===== src/design/profiler_bus_pkg.sv =====
`default_nettype none

package profiler_bus_pkg;

  localparam int axil_addr_w_c = 8;
  localparam int axil_data_w_c = 32;

  localparam logic [1:0] resp_okay_c   = 2'b00;
  localparam logic [1:0] resp_slverr_c = 2'b10;

  // Reason counter i sits at 4*i, DMA counters above them
  localparam logic [axil_addr_w_c-1:0] rdma_cnt_addr_c  = 8'h28;
  localparam logic [axil_addr_w_c-1:0] rdma_wait_addr_c = 8'h2C;

  localparam int mem_id_w_c = 5;

  localparam logic [mem_id_w_c-1:0] icache_master_id_c = 5'd0;

endpackage

`default_nettype wire


===== src/design/profiler_reason_pkg.sv =====
`default_nettype none

package profiler_reason_pkg;

  localparam int num_reasons_c = 10;

  // Lower index wins when several reasons are set
  typedef enum logic [$clog2(num_reasons_c)-1:0] {
    unknown   = 4'd0,
    cmt_haz   = 4'd1,
    exception = 4'd2,
    raw_haz   = 4'd3,
    br_haz    = 4'd4,
    sb_full   = 4'd5,
    ic_dma    = 4'd6,
    ic_miss   = 4'd7,
    ic_flush  = 4'd8,
    iq_full   = 4'd9
  } reason_idx_e;

  typedef logic [num_reasons_c-1:0] reason_vec_t;

  typedef enum logic [2:0] {
    IC_FLUSH = 3'd0,
    IC_IDLE  = 3'd1,
    IC_READ  = 3'd2,
    IC_MISS  = 3'd3
  } icache_state_e;

endpackage

`default_nettype wire


===== src/design/commit_profiler.sv =====
`timescale 1ns/1ns
`default_nettype none

module commit_profiler
  #(parameter int counter_width_p = 32
   )
  (input  logic                                       clk_i
  ,input  logic                                       reset_i

  ,input  logic                                       instr_queue_ready_i
  ,input  logic                                       instr_queue_valid_i
  ,input  profiler_reason_pkg::icache_state_e         icache_state_i
  ,input  logic                                       icache_hit_i

  ,input  logic                                       is_valid_i
  ,input  logic                                       is_ack_i
  ,input  logic                                       is_sb_full_i
  ,input  logic                                       is_unresolved_branch_i
  ,input  logic                                       is_ro_stall_i

  ,input  logic                                       cmt_valid_i
  ,input  logic                                       cmt_ack_i
  ,input  logic                                       exception_i

  ,input  logic                                       en_i

  ,input  logic                                       m_arvalid_i
  ,input  logic                                       m_arready_i
  ,input  logic [profiler_bus_pkg::mem_id_w_c-1:0]    m_arid_i
  ,input  logic                                       m_rlast_i

  ,input  logic [profiler_bus_pkg::axil_addr_w_c-1:0] s_araddr_i
  ,input  logic                                       s_arvalid_i
  ,output logic                                       s_arready_o
  ,output logic [profiler_bus_pkg::axil_data_w_c-1:0] s_rdata_o
  ,output logic [1:0]                                 s_rresp_o
  ,output logic                                       s_rvalid_o
  ,input  logic                                       s_rready_i
  );

  import profiler_reason_pkg::*;

  reason_vec_t                                   reason_vec;
  logic                                          icache_refill;
  logic [counter_width_p-1:0]                    rdma_cnt;
  logic [counter_width_p-1:0]                    rdma_wait;
  logic [num_reasons_c-1:0][counter_width_p-1:0] counts;

  stall_reason_pipe stall_reason_pipe_inst
    (.clk_i                  (clk_i)
    ,.reset_i                (reset_i)
    ,.instr_queue_ready_i    (instr_queue_ready_i)
    ,.instr_queue_valid_i    (instr_queue_valid_i)
    ,.icache_state_i         (icache_state_i)
    ,.icache_hit_i           (icache_hit_i)
    ,.is_valid_i             (is_valid_i)
    ,.is_ack_i               (is_ack_i)
    ,.is_sb_full_i           (is_sb_full_i)
    ,.is_unresolved_branch_i (is_unresolved_branch_i)
    ,.is_ro_stall_i          (is_ro_stall_i)
    ,.cmt_valid_i            (cmt_valid_i)
    ,.cmt_ack_i              (cmt_ack_i)
    ,.exception_i            (exception_i)
    ,.reason_vec_o           (reason_vec)
    );

  read_dma_monitor #(.counter_width_p(counter_width_p)) read_dma_monitor_inst
    (.clk_i           (clk_i)
    ,.reset_i         (reset_i)
    ,.en_i            (en_i)
    ,.m_arvalid_i     (m_arvalid_i)
    ,.m_arready_i     (m_arready_i)
    ,.m_arid_i        (m_arid_i)
    ,.m_rlast_i       (m_rlast_i)
    ,.icache_refill_o (icache_refill)
    ,.rdma_cnt_o      (rdma_cnt)
    ,.rdma_wait_o     (rdma_wait)
    );

  stall_counter_bank #(.counter_width_p(counter_width_p)) stall_counter_bank_inst
    (.clk_i           (clk_i)
    ,.reset_i         (reset_i)
    ,.en_i            (en_i)
    ,.cmt_ack_i       (cmt_ack_i)
    ,.reason_vec_i    (reason_vec)
    ,.icache_refill_i (icache_refill)
    ,.counts_o        (counts)
    );

  counter_axil_reader #(.counter_width_p(counter_width_p)) counter_axil_reader_inst
    (.clk_i       (clk_i)
    ,.reset_i     (reset_i)
    ,.counts_i    (counts)
    ,.rdma_cnt_i  (rdma_cnt)
    ,.rdma_wait_i (rdma_wait)
    ,.s_araddr_i  (s_araddr_i)
    ,.s_arvalid_i (s_arvalid_i)
    ,.s_arready_o (s_arready_o)
    ,.s_rdata_o   (s_rdata_o)
    ,.s_rresp_o   (s_rresp_o)
    ,.s_rvalid_o  (s_rvalid_o)
    ,.s_rready_i  (s_rready_i)
    );

endmodule

`default_nettype wire


===== src/design/counter_axil_reader.sv =====
`timescale 1ns/1ns
`default_nettype none

module counter_axil_reader
  #(parameter int counter_width_p = 32
   )
  (input  logic                                     clk_i
  ,input  logic                                     reset_i

  ,input  logic [profiler_reason_pkg::num_reasons_c-1:0][counter_width_p-1:0] counts_i
  ,input  logic [counter_width_p-1:0]               rdma_cnt_i
  ,input  logic [counter_width_p-1:0]               rdma_wait_i

  ,input  logic [profiler_bus_pkg::axil_addr_w_c-1:0] s_araddr_i
  ,input  logic                                     s_arvalid_i
  ,output logic                                     s_arready_o
  ,output logic [profiler_bus_pkg::axil_data_w_c-1:0] s_rdata_o
  ,output logic [1:0]                               s_rresp_o
  ,output logic                                     s_rvalid_o
  ,input  logic                                     s_rready_i
  );

  import profiler_reason_pkg::*;
  import profiler_bus_pkg::*;

  logic [axil_addr_w_c-3:0] word_idx;
  logic [axil_data_w_c-1:0] dec_data;
  logic [1:0]               dec_resp;
  logic                     ar_fire;

  assign word_idx = s_araddr_i[axil_addr_w_c-1:2];

  // Only one read in flight
  assign s_arready_o = ~s_rvalid_o;
  assign ar_fire     = s_arvalid_i & s_arready_o;

  always_comb begin
    dec_data = '0;
    dec_resp = resp_okay_c;
    if (s_araddr_i[1:0] != 2'b00) begin
      dec_resp = resp_slverr_c;
    end else if (s_araddr_i == rdma_cnt_addr_c) begin
      dec_data = axil_data_w_c'(rdma_cnt_i);
    end else if (s_araddr_i == rdma_wait_addr_c) begin
      dec_data = axil_data_w_c'(rdma_wait_i);
    end else if (word_idx < num_reasons_c) begin
      dec_data = axil_data_w_c'(counts_i[word_idx]);
    end else begin
      dec_resp = resp_slverr_c;
    end
  end

  // Data and response sampled at AR, held through back-pressure
  always_ff @(posedge clk_i) begin
    if (ar_fire) begin
      s_rdata_o <= dec_data;
      s_rresp_o <= dec_resp;
    end
  end

  always_ff @(posedge clk_i) begin
    if (reset_i)
      s_rvalid_o <= 1'b0;
    else if (ar_fire)
      s_rvalid_o <= 1'b1;
    else if (s_rready_i)
      s_rvalid_o <= 1'b0;
  end

endmodule

`default_nettype wire


===== src/design/read_dma_monitor.sv =====
`timescale 1ns/1ns
`default_nettype none

module read_dma_monitor
  #(parameter int counter_width_p = 32
   )
  (input  logic                                  clk_i
  ,input  logic                                  reset_i
  ,input  logic                                  en_i

  ,input  logic                                  m_arvalid_i
  ,input  logic                                  m_arready_i
  ,input  logic [profiler_bus_pkg::mem_id_w_c-1:0] m_arid_i
  ,input  logic                                  m_rlast_i

  ,output logic                                  icache_refill_o
  ,output logic [counter_width_p-1:0]            rdma_cnt_o
  ,output logic [counter_width_p-1:0]            rdma_wait_o
  );

  import profiler_bus_pkg::*;

  logic                  pending_r;
  logic                  rd_pending;
  logic [mem_id_w_c-1:0] id_r;
  logic [mem_id_w_c-1:0] rd_id;

  // New request shows up in the same cycle, last beat ends it
  assign rd_pending = m_arvalid_i ? 1'b1 : (m_rlast_i ? 1'b0 : pending_r);
  assign rd_id      = m_arvalid_i ? m_arid_i : id_r;

  assign icache_refill_o = rd_pending & (rd_id == icache_master_id_c);

  always_ff @(posedge clk_i) begin
    if (reset_i) begin
      pending_r   <= 1'b0;
      id_r        <= '0;
      rdma_cnt_o  <= '0;
      rdma_wait_o <= '0;
    end else begin
      pending_r <= rd_pending;
      id_r      <= rd_id;
      if (en_i & m_arvalid_i & m_arready_i)
        rdma_cnt_o <= rdma_cnt_o + 1'b1;
      if (en_i & rd_pending)
        rdma_wait_o <= rdma_wait_o + 1'b1;
    end
  end

endmodule

`default_nettype wire


===== src/design/stall_counter_bank.sv =====
`timescale 1ns/1ns
`default_nettype none

module stall_counter_bank
  #(parameter int counter_width_p = 32
   )
  (input  logic                             clk_i
  ,input  logic                             reset_i
  ,input  logic                             en_i
  ,input  logic                             cmt_ack_i
  ,input  profiler_reason_pkg::reason_vec_t reason_vec_i
  ,input  logic                             icache_refill_i

  ,output logic [profiler_reason_pkg::num_reasons_c-1:0][counter_width_p-1:0] counts_o
  );

  import profiler_reason_pkg::*;

  reason_vec_t refined;
  reason_idx_e sel;

  always_comb begin
    refined = reason_vec_i;
    // Miss while our refill is on the bus counts as DMA wait
    if (reason_vec_i[ic_miss] & icache_refill_i) begin
      refined[ic_miss] = 1'b0;
      refined[ic_dma]  = 1'b1;
    end
  end

  // Lowest set index, unknown when nothing is set
  always_comb begin
    sel = unknown;
    for (int i = num_reasons_c - 1; i >= 0; i--) begin
      if (refined[i])
        sel = reason_idx_e'(i);
    end
  end

  always_ff @(posedge clk_i) begin
    if (reset_i) begin
      counts_o <= '0;
    end else if (en_i & ~cmt_ack_i) begin
      counts_o[sel] <= counts_o[sel] + 1'b1;
    end
  end

endmodule

`default_nettype wire


===== src/design/stall_reason_pipe.sv =====
`timescale 1ns/1ns
`default_nettype none

module stall_reason_pipe
  (input  logic                               clk_i
  ,input  logic                               reset_i

  ,input  logic                               instr_queue_ready_i
  ,input  logic                               instr_queue_valid_i
  ,input  profiler_reason_pkg::icache_state_e icache_state_i
  ,input  logic                               icache_hit_i

  ,input  logic                               is_valid_i
  ,input  logic                               is_ack_i
  ,input  logic                               is_sb_full_i
  ,input  logic                               is_unresolved_branch_i
  ,input  logic                               is_ro_stall_i

  ,input  logic                               cmt_valid_i
  ,input  logic                               cmt_ack_i
  ,input  logic                               exception_i

  ,output profiler_reason_pkg::reason_vec_t   reason_vec_o
  );

  import profiler_reason_pkg::*;

  reason_vec_t fetch_d, fetch_r;
  reason_vec_t queue_d, queue_r;
  reason_vec_t issue_d, issue_r;
  logic        is_stall;

  assign is_stall = is_valid_i & ~is_ack_i;

  always_comb begin
    // Blame the I$ or a full queue at fetch
    fetch_d = '0;
    fetch_d[iq_full]   = ~instr_queue_ready_i;
    fetch_d[ic_flush]  = (icache_state_i == IC_FLUSH);
    fetch_d[ic_miss]   = (icache_state_i == IC_MISS)
                         | ((icache_state_i == IC_READ) & ~icache_hit_i);
    fetch_d[exception] = exception_i;

    // A valid queue output hides whatever happened upstream
    queue_d = '0;
    if (!instr_queue_valid_i) begin
      queue_d = fetch_r;
      queue_d[exception] = queue_d[exception] | exception_i;
    end

    issue_d = queue_r;
    issue_d[exception] = issue_d[exception] | exception_i;
    if (is_stall) begin
      issue_d[sb_full] = issue_d[sb_full] | is_sb_full_i;
      issue_d[br_haz]  = issue_d[br_haz] | is_unresolved_branch_i;
      issue_d[raw_haz] = issue_d[raw_haz] | is_ro_stall_i;
    end
  end

  always_comb begin
    reason_vec_o = issue_r;
    reason_vec_o[exception] = issue_r[exception] | exception_i;
    reason_vec_o[cmt_haz]   = issue_r[cmt_haz] | (cmt_valid_i & ~cmt_ack_i);
  end

  always_ff @(posedge clk_i) begin
    if (reset_i) begin
      fetch_r <= '0;
      queue_r <= '0;
      issue_r <= '0;
    end else begin
      fetch_r <= fetch_d;
      queue_r <= queue_d;
      issue_r <= issue_d;
    end
  end

endmodule

`default_nettype wire


===== config.mk =====
export PLATFORM = sky130hd
export DESIGN_NAME = commit_profiler
export DESIGN_NICKNAME = d
export VERILOG_FILES = /design/src/design/profiler_bus_pkg.sv /design/src/design/profiler_reason_pkg.sv /design/src/design/commit_profiler.sv /design/src/design/counter_axil_reader.sv /design/src/design/read_dma_monitor.sv /design/src/design/stall_counter_bank.sv /design/src/design/stall_reason_pipe.sv
export SDC_FILE = /design/constraint.sdc
export NUM_CORES = 1
export LEC_CHECK = 0
export BUFFER_PORTS_ARGS = -buffer_cell sky130_fd_sc_hd__buf_2
export CELL_PAD_IN_SITES_DETAIL_PLACEMENT = 1
export CELL_PAD_IN_SITES_GLOBAL_PLACEMENT = 1
export CORE_MARGIN = 2
export CORE_UTILIZATION = 44
export DETAILED_ROUTE_END_ITERATION = 7
export PLACE_DENSITY = 0.89
export SLEW_MARGIN = 20
export SYNTH_ARGS = -nofsm -noshare
export SYNTH_HDL_FRONTEND = slang
export SYNTH_HIERARCHICAL = 1
export SYNTH_SLANG_ARGS = --single-unit

===== constraint.sdc =====
create_clock -name clk_i -period 5.9 [get_ports clk_i]
set_input_delay 0.885 -clock clk_i [delete_from_list [all_inputs] [get_ports clk_i]]
set_output_delay 0.885 -clock clk_i [all_outputs]
set_load 0.03 [all_outputs]

==> metrics.md <==
| Metric | Value |
|---|---|
| Critical Path Sink | stall_counter_bank_inst/counts_o[93]$_SDFFE_PP0P_ |
| DRT Wirelength | 98.00 mm |
| Ys flop type | dfxtp_1 |
| R2R Setup Slk | 740 ps |
| Number of clock sinks | 439 |
| EDFF count, synth | 33 |
| Clk_skew | 23.65 ps |
| Cell Rows | 83 |
| Worst skew pair latency | 610 ps |
| First-pass DRT Iterations | 6 |
| First-pass GRT wire length | 144.2 mm |
| Synth async-reset ratio | 0% |
| RSZ-0062 raised after global routing | false |
| N_diodes | 0 |
| Hold slack | 438.7 ps |
| Worst reg2reg path endpoint | stall_counter_bank_inst/counts_o[93]$_SDFFE_PP0P_ |
| Mapped Cells | 2649 |
| Worst Setup End Kind | flop |
| Hold-fix buffers at CTS | 0 |
| Initial Util | 44.40% |
| CP Launch Type | input pin |
| Routed via count | 23460 |
| Gr ovfl total | 0 |
| Yosys reg bits | 439 |
| Synth Warn # | 6 |
| Max_cap viols | 0 |
| Post-route ant nets | 0 |
| Status | finished, final reports clean |
| Final setup violating endpoints | 0 |
| DR WL met3 | 10.66 mm |
| Final worst path period share | 88.78% |
| Count of pins over their slew limit | 0 |
| Die height | 231.3 µm |
| Top sig layer | met4 |
| Post-CTS Setup Inserts | 0 |
| Initial antenna violation count | 0 |
| Total core area | 51200 µm² |
| Crit path DAT | 5720 ps |
| Vias in the first global route | 23860 |
| Commonest non-fill, non-tap cells in the layout | 406 x dfxtp_1, 301 x nor2_1, 213 x a211oi_1 |
| Syn Std Cell Area | 22730 µm² |
| Htree depth | 2 |
| Worst r2r src | stall_reason_pipe_inst/issue_r[9]$_SDFF_PP0_ |
| Slew HR | 22.72% |
| PD cells | 275.8 nW/µm² |
| FILL cells | 5964 |
| Largest net degree at the start of global routing | 143 |
| Die Width | 231.3 µm |
| Iter 0 DRT Violations | 2544 |
| Kind of critical path | in2reg |
| Tmin final | 5238 ps |
| CP Data Required Time | 6380 ps |
| Worst Max-Slew Pin Slew | 1159 ps |
| Crit path max fanout | 10 |
| Dpl hpwl | 61.74 mm |
| CTS tree | built |
| Proportion of layout cells with a drive suffix above 1 | 13.02% |
| Buffers on Ports | 69 |
| Worst min path class | reg2reg |
| Cts bufs inserted | 47 |
| Met2 wire length | 43.31 mm |
| Post-CTS resize count | 0 |
| Routed length on met1 | 36.09 mm |
| Die area | 53500 µm² |
| DRC Markers | 0 |
| # IOs | 71 |
| Peak supply drop | 205.4 µV |
| GRT Overall Usage | 35.11% |
| Yosys cell types | 89 |
| Worst Reg-to-Reg Cells | 14 |
| Max Fclk | 0.1909 GHz |
| Clock slew at reported path FFs | 60 ps |
| Leak pwr | 8.792 nW |
| Setup TNS | 0 ps |
| Area Overhead vs Synth | 11.48% |
| Wire length per cell | 29.30 µm |
| NumNets Final | 2669 |
| Gpl congestion | 0.9941 |
| Avg Cell Area, Syn | 8.581 µm² |
| DR vias/cell | 7.015 |
| Post-synthesis sequential area ratio | 40.12% |
| CTS root buffer | clkbuf_16 |
| Hold Vio Cnt, Final | 0 |
| CTS Buffer Depth | 3 |
| Commonest non-fill, non-tap cell in the layout | dfxtp_1 |
| CP Launch Point | m_arvalid_i |
[cell usage after synthesis (34+ instances only)]
| library cell | n | area share (%) |
|---|---|---|
| a21oi_1 | 201 | 4.4 |
| a22oi_1 | 39 | 1.3 |
| nor2_1 | 310 | 5.1 |
| a211oi_1 | 213 | 7.0 |
| o21ai_0 | 147 | 3.2 |
| o22ai_1 | 37 | 1.0 |
| nand3_1 | 65 | 1.4 |
| o211ai_1 | 34 | 1.1 |
| nand4_1 | 55 | 1.5 |
| clkbuf_1 | 161 | 2.7 |
| mux2i_1 | 177 | 7.8 |
| dfxtp_1 | 406 | 36 |
| buf_2 | 38 | 0.84 |
| nand2_1 | 207 | 3.4 |
[metrics by stage]
step / instance area (µm²) / worst slack, ps / total power, mW / cells / utilization, %
CTS: 25260 / 989.1 / 6.934 / 3342 / 49.35
finish: 25340 / 661.8 / 6.989 / 3345 / 49.49
global route: 25340 / 496.3 / 7.138 / 3345 / 49.49
floorplan: 22730 / 335.4 / 3.675 / 2650 / -
global placement: 23740 / 560.0 / 3.950 / 3259 / 46.37
detailed placement: 23740 / 345.2 / 3.983 / 3259 / 46.37
[cell families after synthesis]
kind of cell,count (synthesis),share of synthesized area (%)
xor gates and xnor gates,42,1.833
and+or+nand+nor,862,18.73
other,2,0.03304
AOI/OAI and AO/OA,837,24.59
DFF,439,40.12
adders and majority gates,3,0.1652
muxes,195,8.686
buffers and inverters,269,5.846
[where the power goes]
group          leakage, nW  internal, mW  switching (mW)  total [mW]
combinational         4.43         0.260           0.628       0.888
clock                0.759          1.72            1.29        3.01
sequential            3.60          3.05          0.0400        3.09
total                 8.79          5.03            1.95        6.99
[layer usage]
layer / GRT usage (%) / vias up
li1: - / 9844
met1: 42.81 / 11530
met2: 53.78 / 1592
met3: 7.985 / 496
met4: 26.94 / 0
met5: 0 / -
[critical path, stage by stage]
cell      delay (ps)
buf_2            220
nor4_1           120
nand3_1           80
nand2_1           90
nor2b_1          280
nor4_4            70
buf_4            230
o41ai_4          460
buf_4            310
mux2_2           410
a221o_1          380
a21oi_1          410
nand2b_1         210
nor2_1           420
buf_4            250
and4_1           260
nand3_2          240
a311oi_1         400
[cell type report]
type	count	area [µm²]	area share [%]
Tap cell	680	850.8	3.358
Sequential cell	439	9119	35.99
Multi-Input combinational cell	1942	12420	49.02
Clock buffer	73	1448	5.713
Timing Repair Buffer	179	1343	5.298
Clock inverter	10	75.07	0.2963
Inverter	22	83.83	0.3308
[registers in the layout, indices dropped and copies added (netlist names)]
register / flops
stall_counter_bank_inst/counts_o: 320
counter_axil_reader_inst/s_rdata_o: 32
read_dma_monitor_inst/rdma_cnt_o: 32
read_dma_monitor_inst/rdma_wait_o: 32
stall_reason_pipe_inst/issue_r: 7
read_dma_monitor_inst/id_r: 5
stall_reason_pipe_inst/fetch_r: 4
stall_reason_pipe_inst/queue_r: 4
counter_axil_reader_inst/s_rresp_o: 1
counter_axil_reader_inst/s_rvalid_o: 1
read_dma_monitor_inst/pending_r: 1
[worst min-delay path by stage]
stage / to / cells after the start / slack (ps) / startpoint
global route: stall_reason_pipe_inst/queue_r[7]$_SDFF_PP0_ / 1 / 440 / stall_reason_pipe_inst/fetch_r[7]$_SDFF_PP0_
global placement: stall_reason_pipe_inst/queue_r[2]$_SDFF_PP0_ / 1 / 410 / stall_reason_pipe_inst/fetch_r[2]$_SDFF_PP0_
CTS: stall_reason_pipe_inst/queue_r[8]$_SDFF_PP0_ / 1 / 440 / stall_reason_pipe_inst/fetch_r[8]$_SDFF_PP0_
finish: stall_reason_pipe_inst/queue_r[7]$_SDFF_PP0_ / 1 / 440 / stall_reason_pipe_inst/fetch_r[7]$_SDFF_PP0_
floorplan: stall_reason_pipe_inst/queue_r[2]$_SDFF_PP0_ / 1 / 410 / stall_reason_pipe_inst/fetch_r[2]$_SDFF_PP0_
detailed placement: stall_reason_pipe_inst/queue_r[8]$_SDFF_PP0_ / 1 / 420 / stall_reason_pipe_inst/fetch_r[8]$_SDFF_PP0_
Power figures use the tool's default switching activity.
